$ cat src/design/chip8_defines.svh
`ifndef CHIP8_DEFINES_SVH
`define CHIP8_DEFINES_SVH

// program address width
`define ADDR_W 12

// byte width of memory and V registers
`define DATA_W 8

`define RESET_PC 12'h200 // first opcode lives here

// return stack entries
`define STACK_DEPTH 16

// clocks per delay/sound timer tick
`define TIMER_DIV 200

`endif
$ cat src/design/chip8_core_pkg.sv
package chip8_core_pkg;

  typedef enum logic [2:0] {
    FETCH_HI,
    FETCH_LO,
    DECODE,
    EXEC,
    WB,
    CLEANUP,
    HALT
  } seq_state_e;

  // what EXEC does with a decoded opcode
  typedef enum logic [2:0] {
    LD,
    ALU,  // result written back in WB
    CALU, // conditional skip
    ALUJ, // computed jump
    JP,
    CALL,
    RET,
    NOP
  } instr_class_e;

endpackage

$ cat src/design/chip8_isa_pkg.sv
package chip8_isa_pkg;

  // nibble view: top, x, y, n
  typedef struct packed {
    logic [3:0] top;
    logic [3:0] x;
    logic [3:0] y;
    logic [3:0] n;
  } opcode_nib_s;

  // immediate view, kk is nnn[7:0]
  typedef struct packed {
    logic [3:0]  top;
    logic [11:0] nnn;
  } opcode_imm_s;

  typedef union packed {
    opcode_nib_s nib;
    opcode_imm_s imm;
  } opcode_u;

  typedef enum logic [3:0] {
    ADD,
    ADDL, // byte into 12 bits
    SUB,
    SUBN,
    OR,
    AND,
    XOR,
    SHR,
    SHL,
    SE,
    SNE
  } alu_op_e;

endpackage

$ cat src/design/chip8_reg_if.sv
`include "chip8_defines.svh"

interface chip8_reg_if;
  logic [3:0]         rd_x_addr;
  logic [3:0]         rd_y_addr;
  logic [`DATA_W-1:0] rd_x_data;
  logic [`DATA_W-1:0] rd_y_data;
  logic               v_we;
  logic [3:0]         v_waddr;
  logic [`DATA_W-1:0] v_wdata; // also the timer load value
  logic               vf_we;
  logic               vf_data;
  logic               i_we;
  logic [`ADDR_W-1:0] i_wdata;
  logic               dt_we;
  logic               st_we;
  logic [`ADDR_W-1:0] i_q;
  logic [`DATA_W-1:0] dt_q;

  modport seq (
    output rd_x_addr, rd_y_addr, v_we, v_waddr, v_wdata, vf_we, vf_data,
    output i_we, i_wdata, dt_we, st_we,
    input  rd_x_data, rd_y_data, i_q, dt_q
  );

  modport regs (
    input  rd_x_addr, rd_y_addr, v_we, v_waddr, v_wdata, vf_we, vf_data,
    input  i_we, i_wdata, dt_we, st_we,
    output rd_x_data, rd_y_data, i_q, dt_q
  );
endinterface

$ cat src/design/chip8_cpu.sv
`include "chip8_defines.svh"

module chip8_cpu
  import chip8_isa_pkg::*;
(
  input  logic               clk_in,
  input  logic               reset_i,
  input  logic [`DATA_W-1:0] mem_rdata_i,
  output logic [`ADDR_W-1:0] mem_raddr_o,
  output logic               beep_o,
  output logic               halt_o
);
  logic               alu_start;
  alu_op_e            alu_op;
  logic [`DATA_W-1:0] alu_a;
  logic [`DATA_W-1:0] alu_b;
  logic [`ADDR_W-1:0] alu_b_long;
  logic [`DATA_W-1:0] alu_result;
  logic [`ADDR_W-1:0] alu_result_long;
  logic               alu_flag;
  logic               alu_done;

  chip8_reg_if u_reg_if ();

  chip8_sequencer u_seq (
    .clk_in           (clk_in),
    .reset_i          (reset_i),
    .mem_rdata_i      (mem_rdata_i),
    .mem_raddr_o      (mem_raddr_o),
    .halt_o           (halt_o),
    .regs             (u_reg_if),
    .alu_start_o      (alu_start),
    .alu_op_o         (alu_op),
    .alu_a_o          (alu_a),
    .alu_b_o          (alu_b),
    .alu_b_long_o     (alu_b_long),
    .alu_result_i     (alu_result),
    .alu_result_long_i(alu_result_long),
    .alu_flag_i       (alu_flag),
    .alu_done_i       (alu_done)
  );

  chip8_alu u_alu (
    .clk_in       (clk_in),
    .reset_i      (reset_i),
    .start_i      (alu_start),
    .op_i         (alu_op),
    .a_i          (alu_a),
    .b_i          (alu_b),
    .b_long_i     (alu_b_long),
    .result_o     (alu_result),
    .result_long_o(alu_result_long),
    .flag_o       (alu_flag),
    .done_o       (alu_done)
  );

  chip8_regfile u_regfile (
    .clk_in (clk_in),
    .reset_i(reset_i),
    .regs   (u_reg_if),
    .beep_o (beep_o)
  );
endmodule

$ cat src/design/chip8_sequencer.sv
`include "chip8_defines.svh"

module chip8_sequencer
  import chip8_isa_pkg::*;
  import chip8_core_pkg::*;
(
  input  logic               clk_in,
  input  logic               reset_i,
  input  logic [`DATA_W-1:0] mem_rdata_i,
  output logic [`ADDR_W-1:0] mem_raddr_o,
  output logic               halt_o,
  chip8_reg_if.seq           regs,
  output logic               alu_start_o,
  output alu_op_e            alu_op_o,
  output logic [`DATA_W-1:0] alu_a_o,
  output logic [`DATA_W-1:0] alu_b_o,
  output logic [`ADDR_W-1:0] alu_b_long_o,
  input  logic [`DATA_W-1:0] alu_result_i,
  input  logic [`ADDR_W-1:0] alu_result_long_i,
  input  logic               alu_flag_i,
  input  logic               alu_done_i
);
  localparam int SP_W = $clog2(`STACK_DEPTH);

  seq_state_e         state_q;
  logic [`ADDR_W-1:0] pc_q;
  logic [`ADDR_W-1:0] pc_plus2;
  logic [`ADDR_W-1:0] pc_plus4;
  logic [`ADDR_W-1:0] stack_q [`STACK_DEPTH];
  logic [SP_W-1:0]    sp_q;
  logic [`DATA_W-1:0] hi_q;
  opcode_u            word;

  // decoder outputs, latched in DECODE
  instr_class_e       d_cls;
  logic               d_illegal;
  alu_op_e            d_op;
  logic [`DATA_W-1:0] d_a;
  logic [`DATA_W-1:0] d_b;
  logic [`ADDR_W-1:0] d_b_long;
  logic [`DATA_W-1:0] d_val;
  logic               d_ld_v;
  logic               d_ld_i;
  logic               d_ld_dt;
  logic               d_ld_st;
  logic               d_from_dt;
  logic               d_to_i;
  logic               d_flag_we;

  instr_class_e       cls_q;
  logic [3:0]         dst_q;
  logic [`ADDR_W-1:0] nnn_q;
  logic [`DATA_W-1:0] val_q;
  logic               ld_v_q;
  logic               ld_i_q;
  logic               ld_dt_q;
  logic               ld_st_q;
  logic               from_dt_q;
  logic               to_i_q;
  logic               flag_we_q;
  logic               exec_ld;
  logic               in_wb;

  assign word     = {hi_q, mem_rdata_i}; // low byte arrives in DECODE
  assign pc_plus2 = pc_q + `ADDR_W'(2);
  assign pc_plus4 = pc_q + `ADDR_W'(4);
  assign halt_o   = (state_q == HALT);

  // BNNN reads V0 through the x port
  assign regs.rd_x_addr = (word.nib.top == 4'hB) ? 4'h0 : word.nib.x;
  assign regs.rd_y_addr = word.nib.y;

  always_comb begin
    d_cls     = NOP;
    d_illegal = 1'b0;
    d_op      = ADD;
    d_a       = regs.rd_x_data;
    d_b       = regs.rd_y_data;
    d_b_long  = word.imm.nnn;
    d_val     = regs.rd_x_data;
    d_ld_v    = 1'b0;
    d_ld_i    = 1'b0;
    d_ld_dt   = 1'b0;
    d_ld_st   = 1'b0;
    d_from_dt = 1'b0;
    d_to_i    = 1'b0;
    d_flag_we = 1'b0;
    case (word.nib.top)
      4'h0: d_cls = (word.imm.nnn == 12'h0EE) ? RET : NOP;
      4'h1: d_cls = JP;
      4'h2: d_cls = CALL;
      4'h3, 4'h4: begin
        d_cls = CALU;
        d_op  = (word.nib.top == 4'h3) ? SE : SNE;
        d_b   = word.imm.nnn[7:0];
      end
      4'h5, 4'h9: begin
        d_cls     = CALU;
        d_op      = (word.nib.top == 4'h5) ? SE : SNE;
        d_illegal = (word.nib.n != 4'h0);
      end
      4'h6: begin
        d_cls  = LD;
        d_ld_v = 1'b1;
        d_val  = word.imm.nnn[7:0];
      end
      4'h7: begin
        d_cls = ALU; // no flag on 7xkk
        d_b   = word.imm.nnn[7:0];
      end
      4'h8: begin
        d_cls     = ALU;
        d_flag_we = 1'b1;
        case (word.nib.n)
          4'h0: begin
            d_cls     = LD;
            d_ld_v    = 1'b1;
            d_val     = regs.rd_y_data;
            d_flag_we = 1'b0;
          end
          4'h1: d_op = OR;
          4'h2: d_op = AND;
          4'h3: d_op = XOR;
          4'h4: d_op = ADD;
          4'h5: d_op = SUB;
          4'h7: d_op = SUBN;
          4'h6, 4'hE: begin
            d_op = (word.nib.n == 4'h6) ? SHR : SHL;
            d_a  = regs.rd_y_data; // shifts vy, as the original interpreter
          end
          default: d_illegal = 1'b1;
        endcase
      end
      4'hA: begin
        d_cls  = LD;
        d_ld_i = 1'b1;
      end
      4'hB: begin
        d_cls = ALUJ;
        d_op  = ADDL;
      end
      4'hF: begin
        d_cls = LD;
        case (word.imm.nnn[7:0])
          8'h07: begin
            d_ld_v    = 1'b1;
            d_from_dt = 1'b1;
          end
          8'h15: d_ld_dt = 1'b1;
          8'h18: d_ld_st = 1'b1;
          8'h1E: begin
            d_cls    = ALU;
            d_op     = ADDL;
            d_b_long = regs.i_q;
            d_to_i   = 1'b1;
          end
          default: d_illegal = 1'b1;
        endcase
      end
      default: d_illegal = 1'b1; // C, D, E are not implemented
    endcase
  end

  always_ff @(posedge clk_in) begin
    if (reset_i) begin
      state_q     <= FETCH_HI;
      pc_q        <= `RESET_PC;
      sp_q        <= '0;
      mem_raddr_o <= `RESET_PC;
      alu_start_o <= 1'b0;
    end else begin
      alu_start_o <= 1'b0;
      case (state_q)
        FETCH_HI: begin
          mem_raddr_o <= pc_q + 1'b1;
          state_q     <= FETCH_LO;
        end
        FETCH_LO: state_q <= DECODE;
        DECODE: begin
          if (d_illegal) begin
            state_q <= HALT;
          end else begin
            state_q     <= EXEC;
            alu_start_o <= (d_cls == ALU) || (d_cls == CALU) || (d_cls == ALUJ);
          end
        end
        EXEC: begin
          state_q <= CLEANUP;
          case (cls_q)
            LD: pc_q <= pc_plus2;
            ALU: begin
              state_q <= alu_done_i ? WB : EXEC;
              pc_q    <= alu_done_i ? pc_plus2 : pc_q;
            end
            CALU: begin
              state_q <= alu_done_i ? CLEANUP : EXEC;
              if (alu_done_i) begin
                pc_q <= (alu_result_i != '0) ? pc_plus4 : pc_plus2;
              end
            end
            ALUJ: begin
              state_q <= alu_done_i ? CLEANUP : EXEC;
              pc_q    <= alu_done_i ? alu_result_long_i : pc_q;
            end
            JP: pc_q <= nnn_q;
            CALL: begin
              sp_q <= sp_q + 1'b1;
              pc_q <= nnn_q;
            end
            RET: begin
              sp_q <= sp_q - 1'b1;
              pc_q <= stack_q[sp_q - 1'b1];
            end
            default: pc_q <= pc_plus2;
          endcase
        end
        WB: state_q <= CLEANUP;
        CLEANUP: begin
          mem_raddr_o <= pc_q;
          state_q     <= FETCH_HI;
        end
        default: state_q <= HALT; // only reset leaves
      endcase
    end
  end

  always_ff @(posedge clk_in) begin
    if (state_q == FETCH_LO) begin
      hi_q <= mem_rdata_i;
    end
    if (state_q == DECODE) begin
      cls_q        <= d_cls;
      dst_q        <= word.nib.x;
      nnn_q        <= word.imm.nnn;
      val_q        <= d_val;
      ld_v_q       <= d_ld_v;
      ld_i_q       <= d_ld_i;
      ld_dt_q      <= d_ld_dt;
      ld_st_q      <= d_ld_st;
      from_dt_q    <= d_from_dt;
      to_i_q       <= d_to_i;
      flag_we_q    <= d_flag_we;
      alu_op_o     <= d_op;
      alu_a_o      <= d_a;
      alu_b_o      <= d_b;
      alu_b_long_o <= d_b_long;
    end
    if (state_q == EXEC && cls_q == CALL) begin
      stack_q[sp_q] <= pc_plus2;
    end
  end

  assign exec_ld = (state_q == EXEC) && (cls_q == LD);
  assign in_wb   = (state_q == WB);

  always_comb begin
    regs.v_we    = (exec_ld && ld_v_q) || (in_wb && !to_i_q);
    regs.v_waddr = dst_q;
    if (in_wb) begin
      regs.v_wdata = alu_result_i;
    end else begin
      regs.v_wdata = from_dt_q ? regs.dt_q : val_q;
    end
    regs.vf_we   = in_wb && flag_we_q;
    regs.vf_data = alu_flag_i;
    regs.i_we    = (exec_ld && ld_i_q) || (in_wb && to_i_q);
    regs.i_wdata = in_wb ? alu_result_long_i : nnn_q;
    regs.dt_we   = exec_ld && ld_dt_q;
    regs.st_we   = exec_ld && ld_st_q;
  end
endmodule

$ cat src/design/chip8_regfile.sv
`include "chip8_defines.svh"

module chip8_regfile (
  input  logic      clk_in,
  input  logic      reset_i,
  chip8_reg_if.regs regs,
  output logic      beep_o
);
  localparam int TICK_W = $clog2(`TIMER_DIV);

  logic [`DATA_W-1:0] v_q [16];
  logic [`ADDR_W-1:0] idx_q;
  logic [`DATA_W-1:0] dt_cnt_q;
  logic [`DATA_W-1:0] st_cnt_q;
  logic [TICK_W-1:0]  tick_cnt_q;
  logic               tick;

  assign tick = (tick_cnt_q == TICK_W'(`TIMER_DIV - 1));

  always_ff @(posedge clk_in) begin
    if (reset_i) begin
      for (int r = 0; r < 16; r++) begin
        v_q[r] <= '0;
      end
      idx_q <= '0;
    end else begin
      if (regs.v_we) begin
        v_q[regs.v_waddr] <= regs.v_wdata;
      end
      if (regs.vf_we) begin
        v_q[15] <= {{(`DATA_W-1){1'b0}}, regs.vf_data}; // overrides a vf write above
      end
      if (regs.i_we) begin
        idx_q <= regs.i_wdata;
      end
    end
  end

  // 60 Hz style tick divider
  always_ff @(posedge clk_in) begin
    if (reset_i) begin
      tick_cnt_q <= '0;
    end else if (tick) begin
      tick_cnt_q <= '0;
    end else begin
      tick_cnt_q <= tick_cnt_q + 1'b1;
    end
  end

  always_ff @(posedge clk_in) begin
    if (reset_i) begin
      dt_cnt_q <= '0;
      st_cnt_q <= '0;
    end else begin
      if (regs.dt_we) begin
        dt_cnt_q <= regs.v_wdata;
      end else if (tick && dt_cnt_q != '0) begin
        dt_cnt_q <= dt_cnt_q - 1'b1;
      end
      if (regs.st_we) begin
        st_cnt_q <= regs.v_wdata;
      end else if (tick && st_cnt_q != '0) begin
        st_cnt_q <= st_cnt_q - 1'b1;
      end
    end
  end

  assign regs.rd_x_data = v_q[regs.rd_x_addr];
  assign regs.rd_y_data = v_q[regs.rd_y_addr];
  assign regs.i_q       = idx_q;
  assign regs.dt_q      = dt_cnt_q;
  assign beep_o         = (st_cnt_q != '0);
endmodule

$ cat src/design/chip8_alu.sv
`include "chip8_defines.svh"

module chip8_alu
  import chip8_isa_pkg::*;
(
  input  logic               clk_in,
  input  logic               reset_i,
  input  logic               start_i,
  input  alu_op_e            op_i,
  input  logic [`DATA_W-1:0] a_i,
  input  logic [`DATA_W-1:0] b_i,
  input  logic [`ADDR_W-1:0] b_long_i,
  output logic [`DATA_W-1:0] result_o,
  output logic [`ADDR_W-1:0] result_long_o,
  output logic               flag_o,
  output logic               done_o
);
  logic [`DATA_W:0] sum;
  logic [`DATA_W:0] diff;
  logic [`DATA_W:0] diff_n;

  assign sum    = {1'b0, a_i} + {1'b0, b_i};
  assign diff   = {1'b0, a_i} - {1'b0, b_i};
  assign diff_n = {1'b0, b_i} - {1'b0, a_i};

  always_ff @(posedge clk_in) begin
    if (reset_i) begin
      done_o <= 1'b0;
    end else begin
      done_o <= start_i;
    end
  end

  // outputs hold until the next start
  always_ff @(posedge clk_in) begin
    if (start_i) begin
      flag_o        <= 1'b0;
      result_o      <= '0;
      result_long_o <= b_long_i + {{(`ADDR_W-`DATA_W){1'b0}}, a_i};
      case (op_i)
        ADD: begin
          result_o <= sum[`DATA_W-1:0];
          flag_o   <= sum[`DATA_W]; // carry
        end
        SUB: begin
          result_o <= diff[`DATA_W-1:0];
          flag_o   <= ~diff[`DATA_W]; // no borrow
        end
        SUBN: begin
          result_o <= diff_n[`DATA_W-1:0];
          flag_o   <= ~diff_n[`DATA_W];
        end
        OR:  result_o <= a_i | b_i;
        AND: result_o <= a_i & b_i;
        XOR: result_o <= a_i ^ b_i;
        SHR: begin
          result_o <= a_i >> 1;
          flag_o   <= a_i[0];
        end
        SHL: begin
          result_o <= a_i << 1;
          flag_o   <= a_i[`DATA_W-1];
        end
        SE:  result_o <= {{(`DATA_W-1){1'b0}}, a_i == b_i};
        SNE: result_o <= {{(`DATA_W-1){1'b0}}, a_i != b_i};
        default: ; // ADDL only uses the long result
      endcase
    end
  end
endmodule

$ cat config.mk
export PLATFORM = sky130hd
export DESIGN_NAME = chip8_cpu
export DESIGN_NICKNAME = d
export VERILOG_FILES = /design/src/design/chip8_core_pkg.sv /design/src/design/chip8_isa_pkg.sv /design/src/design/chip8_reg_if.sv /design/src/design/chip8_cpu.sv /design/src/design/chip8_sequencer.sv /design/src/design/chip8_regfile.sv /design/src/design/chip8_alu.sv
export VERILOG_INCLUDE_DIRS = /design/src /design/src/design
export SDC_FILE = /design/constraint.sdc
export NUM_CORES = 1
export LEC_CHECK = 0
export BUFFER_PORTS_ARGS = -buffer_cell sky130_fd_sc_hd__buf_2
export CAP_MARGIN = 20
export CORE_MARGIN = 1.5
export CORE_UTILIZATION = 60
export CTS_BUF_LIST = sky130_fd_sc_hd__clkbuf_4
export CTS_CLUSTER_SIZE = 20
export DETAILED_ROUTE_END_ITERATION = 10
export PLACE_DENSITY = 0.79
export SYNTH_ARGS = -nofsm -noshare
export SYNTH_HDL_FRONTEND = slang
export SYNTH_SLANG_ARGS = --single-unit
$ cat constraint.sdc
create_clock -name clk_in -period 5.2 [get_ports clk_in]
set_clock_uncertainty 0.1 [all_clocks]
set_input_delay 0.78 -clock clk_in [delete_from_list [all_inputs] [get_ports clk_in]]
set_output_delay 0.78 -clock clk_in [all_outputs]
set_load 0.01 [all_outputs]
; Word-level counts from Yosys, hierarchy flattened
; Memories as Yosys holds them, arrays and structs flattened.
; Cells that the tools add are included.
[word_totals]
n_memories = 2
wordCells = 218
mem_bits_rw = 320
regBits = 164
output_inout_bits = 14
input_bits = 10
[memory_table]
columns = name, words, word_bits, read_ports, rd_clocked_by_memory_dff, wr, line
row1 = u_seq.stack_q, 16, 12, 1, 0, 1, chip8_sequencer.sv:29  ; logic [`ADDR_W-1:0] stack_q [`STACK_DEPTH];
row2 = u_regfile.v_q, 16, 8, 2, 0, 16, chip8_regfile.sv:11  ; logic [`DATA_W-1:0] v_q [16];
[op_classes]
reduce_logical = 45
n_bitwise = 10
mux = 64
n_addsub = 12
n_eq_ne = 56
[op_table]
columns = operator, n
row1 = 2-to-1 mux 8 bit, 12
row2 = 2-to-1 mux 12 bit, 7
row3 = one-hot mux 8 bit (10 select lines), 1
row4 = one-hot mux 12 bit (5 select lines), 1
row5 = == test 4 x 3 -> 1 bit (second input constant), 12
row6 = == test 4 bit (second input constant), 10
row7 = one-hot mux 3 bit (9 select lines), 1
row8 = == test 4 x 2 -> 1 bit (second input constant), 6
row9 = == test 8 x 5 -> 1 bit (second input constant), 3
row10 = 2-to-1 mux 1 bit, 24
row11 = one-hot mux 12 bit (2 select lines), 1
row12 = one-hot mux 4 bit (6 select lines), 1
row13 = nonzero test 8 bit, 3
row14 = one-hot mux 4 bit (5 select lines), 1
row15 = == test 3 x 2 -> 1 bit (second input constant), 6
row16 = == test 3 bit (second input constant), 6
row17 = one-hot mux 3 bit (6 select lines), 1
row18 = OR reduction 9 bit, 2
row19 = subtractor 8 x 8 -> 9 bit, 2
row20 = one-hot mux 8 bit (2 select lines), 1
row21 = subtractor 8 x 1 -> 8 bit (second input constant), 2
row22 = OR reduction 2 bit, 7
row23 = adder 12 x 1 -> 12 bit (second input constant), 1
row24 = adder 12 x 2 -> 12 bit (second input constant), 1
row25 = 40 further kinds, 75

; Depth between registers and ports, before layout
[logic_depth]
depth_word = 10
ltp_mapped = 12
ltp_nobuf = 10

; By module
; A second synthesis with hierarchy kept.
[hier_totals]
hier_cells = 1949
area_unflattened_um2 = 24813.8
[modules_own_cells]
columns = mod, area_each_um2, cells_each, n_inst
row1 = chip8_sequencer, 13262.7, 929, 1
row2 = chip8_regfile, 8690.8, 675, 1
row3 = chip8_alu, 2860.2, 345, 1

; Worst setup path before layout
; OpenSTA, ideal clock, no wires.
[synth_path]
path_type = register to register
start = register u_seq.state_q[1]
end = register u_seq.alu_start_o
path_stages_with_launch = 6
n_path_buf = 1
path_slack_ps = -428
arrival_time_ps = 5470
path_cell_list = dfxtp_1 > buf_2 > inv_1 > nor3_1 > nor4bb_1 > o21a_1
[synth_via]
elab_chain_len = 3
[synth_rtl]
columns = element, line
row1 = "start, declared", chip8_sequencer.sv:25  ; seq_state_e state_q;
row2 = "start signal, assigned", chip8_sequencer.sv:192  ; state_q <= alu_done_i ? WB : EXEC;
row3 = "start signal, assigned", chip8_sequencer.sv:196  ; state_q <= alu_done_i ? CLEANUP : EXEC;
row4 = "start signal, assigned", chip8_sequencer.sv:202  ; state_q <= alu_done_i ? CLEANUP : EXEC;
row5 = == test 3 x 2 -> 1 bit, chip8_sequencer.sv:173  ; case (state_q)
row6 = NOT 1 bit (no line), n/a
row7 = OR reduction 3 bit (no line), n/a
row8 = "end signal, assigned", chip8_sequencer.sv:184  ; alu_start_o <= (d_cls == ALU) || (d_cls == CALU) || (d_cls == ALUJ);
row9 = "end, declared", chip8_sequencer.sv:13  ; output logic alu_start_o,
; No other way between the ends.
; A chain may end at the register's enable or synchronous reset.

; Worst setup path in the final report
[layout_path]
start = register u_seq.hi_q[2]
end = register u_seq.val_q[6] (data pin)
[layout_via]
elab_chain_len = 4
[layout_rtl]
columns = element, line
row1 = "start, declared", chip8_sequencer.sv:31  ; logic [`DATA_W-1:0] hi_q;
row2 = "start signal, assigned", chip8_sequencer.sv:229  ; hi_q <= mem_rdata_i;
row3 = 2-to-1 mux 4 bit *, chip8_sequencer.sv:70  ; assign regs.rd_x_addr = (word.nib.top == 4'hB) ? 4'h0 : word.nib.x;
row4 = memory read (16 x 8 bit) *, n/a
row5 = 2-to-1 mux 8 bit, chip8_sequencer.sv:114  ; case (word.nib.n)
row6 = one-hot mux 8 bit (2 select lines) *, chip8_sequencer.sv:88  ; case (word.nib.top)
row7 = via u_seq.d_val[6], chip8_sequencer.sv:41  ; logic [`DATA_W-1:0] d_val;
row8 = "end signal, assigned", chip8_sequencer.sv:235  ; val_q <= d_val;
row9 = "end, declared", chip8_sequencer.sv:53  ; logic [`DATA_W-1:0] val_q;
; Mark *: on every way through the listed nets, which the timed path passes. The rest lies on a longest branch.

==> flow_summary.ini <==
[floorplan]
die_x_um = 205
initial_utilization_pct = 61.1
fp.dieH_um = 205
pin_count = 24
core_area_um2 = 40000
rows = 73
die_area_um2 = 42000

[critical_path]
critPathKind = flop to flop
critPathMaxStageDelay_ns = 0.89
crit_path_start_kind = flop
worstPathRequired_ns = 5.78
worstPathArrival_ns = 4.04
critPathCaptureType = flop
cp_max_fo = 24
path_cells = inv_2, nor2_1, a21oi_1, a32oi_1, o211ai_1, o311ai_1
crit_slowest_cell = edfxtp_1

[synth]
syn_nets = 2062
synth_ff_type = edfxtp_1
yosysWarnings = 0
netlist_instances = 1995
async_flop_share_pct = 0
syn_area_um2 = 24500
synth_cell_type_count = 89
yosysSeqAreaShare_pct = 56.1
ys_ff_latch = 480
synth_edf_count = 411
avgSynthCellArea_um2 = 12.3

[clocking]
numCtsBuffers = 116
cts_setup_buffers = 0
cts_tree = yes
clock_sinks = 480
htreeDepth = 3
root_buffer = clkbuf_4
clk_pin_slew_ns = 0.08
ctsResizeCount = 0
holdBufCountCts = 0
clockBufferDepth = 3
insertion_delay_ns = 0.90

[grt]
antenna_found_initial = 3
grt_use_total_pct = 31.7
gr-total-overflow = 0
grt_max_degree = 64
grt_pass1_wl_um = 99200
first_global_vias = 16600

[sta]
slew_headroom_pct = 25.5
min_period_over_period_pct = 66.6
fin_ws_ns = 1.74
finalHoldViolCount = 0
max_freq_mhz = 289
final_max_slew_viol_count = 0
fin_crit_ns = 3.46
hold_slack_ns = 0.197
tightest_slew_ns = 1.11
tns_ns = 0
setup_viol = 0
rsz0062_at_grt = false

[finish]
areaGrowthSynthToFinish_pct = 8.94
utilization_pct = 66.6
final_common_cell = edfxtp_1
fin_nets = 2116
drive_above_1_share_pct = 18.7
final_cell_mix = edfxtp_1, nor2_1, clkbuf_4

[placed_design]
dp_hpwl_um = 43800
dp_slack_ns = 1.56
portBuffers = 23
place.gp.congestion = 0.996

[drt]
firstDrtPassIters = 7
drt_iter0_markers = 2488
drc = 0
ant_nets = 0
routedWlPerCell_um = 24.5
wl_um = 65600
vias_per_cell = 6.64
vias = 17800

[power_and_ir_drop]
power.density_nw_per_um2 = 336
seqPwrFrac_pct = 50.7
intPower_mw = 6.41
power_switching_share_pct = 28.3
p_leak_nw = 9.56
netSwitchingPower_mw = 2.53
ir_drop_uv = 225
pwr-share-clk_pct = 35.1
combPwrFrac_pct = 14.2

[status]
status = complete, no violations

[run]
cap_viol_max_count = 0

[min_path]
worst_hold_path_type = input pin to flop
==> cell usage after synthesis (all sizes together), types with 15 or more instances <==
master / instances / area, µm²
nand3: 44 / 220
a21oi: 68 / 344
buf: 51 / 280
mux2i: 91 / 911
nand2: 130 / 488
xnor2: 30 / 270
nand2b: 20 / 125
edfxtp: 411 / 12300
nor3: 32 / 170
mux2: 18 / 203
a211oi: 44 / 330
xor2: 37 / 324
ha: 53 / 663
dfxtp: 69 / 1380
o22ai: 15 / 93.8
nor2b: 19 / 119
mux4: 83 / 1880
a21o: 19 / 143
nor2: 286 / 1080
a31oi: 20 / 125
clkbuf: 86 / 323
o21ai: 77 / 385
inv: 56 / 210
==> routing by layer <==
layer	part of all wire [%]	track usage, %	vias to the layer above
li1	-	-	7793
met5	0	0	-
met3	12	6.70	156
met4	3.4	12.3	0
met2	45	46.8	1176
met1	40	46.2	8635
==> critical path, delay by kind of cell, from the launching register on <==
kind,cells,cell delay [ns]
simple gates,1,0.88
buf+inv,1,0.39
compound gates,4,1.00
flops,1,0.89
==> power groups by stage <==
stage          Combinational, mW  Sequential (mW)  Clock, mW
2_1_floorplan              0.928             4.50          0
3_3_place_gp                1.21             4.60          0
3_5_place_dp                1.23             4.61          0
4_1_cts                     1.24             4.53       3.18
5_1_grt                     1.36             4.55       3.35
6_report                    1.27             4.53       3.14
==> kinds of logic after synthesis <==
kind of cell | after synthesis | synth area share (%)
AO/OA/AOI/OAI | 396 | 11.4
multiplexers | 192 | 12.2
buffers and inverters | 194 | 3.34
XOR/XNOR | 67 | 2.43
flip-flops | 480 | 56.1
AND/OR/NAND/NOR | 609 | 11.4
adder cells (fa/ha/maj) | 57 | 3.04
==> worst paths after layout <==
path	start	slack (ns)	to	cells past startpoint
worst min-delay path	mem_rdata_i[2]	0.20	u_seq.nnn_q[2]	1
worst max register to register	u_seq.hi_q[2]	1.74	u_seq.val_q[6]	6
worst max-delay path	u_seq.hi_q[2]	1.74	u_seq.val_q[6]	6
worst min register to register	u_regfile.tick_cnt_q[0]	0.34	u_regfile.tick_cnt_q[0]	1
==> registers in the layout (all words and copies together) (netlist names), 3 cells and up <==
register,count
u_alu.result_long_o,12
u_regfile.tick_cnt_q,8
u_seq.state_q,3
u_regfile.regs.dt_q,8
u_seq.alu_a_o,8
u_regfile.v_q,128
u_regfile.st_cnt_q,8
u_seq.cls_q,3
u_seq.alu_b_o,8
u_alu.result_o,8
u_seq.hi_q,8
u_seq.alu_op_o,4
u_seq.val_q,8
u_seq.mem_raddr_o,12
u_seq.alu_b_long_o,12
u_seq.nnn_q,12
u_seq.stack_q,192
u_seq.pc_q,12
u_regfile.regs.i_q,12
u_seq.sp_q,4
==> through the flow <==
stage	power, mW	cell area (µm²)	cells
global route	9.26	26600	2673
CTS	8.94	26500	2660
finish	8.94	26600	2674
floorplan	5.43	24500	1995
detailed placement	5.84	25000	2445
global placement	5.81	25000	2445
==> area by class of cell <==
cell class / count / area (µm²)
fill: 2877 / 13400
timing repair buffer: 73 / 528
tap: 525 / 657
multi-input combinational: 1321 / 9990
clock buffer: 174 / 1310
antenna: 3 / 7.51
sequential: 480 / 13700
clock inverter: 41 / 211
inverter: 57 / 214
Power figures use the tool's default switching activity.
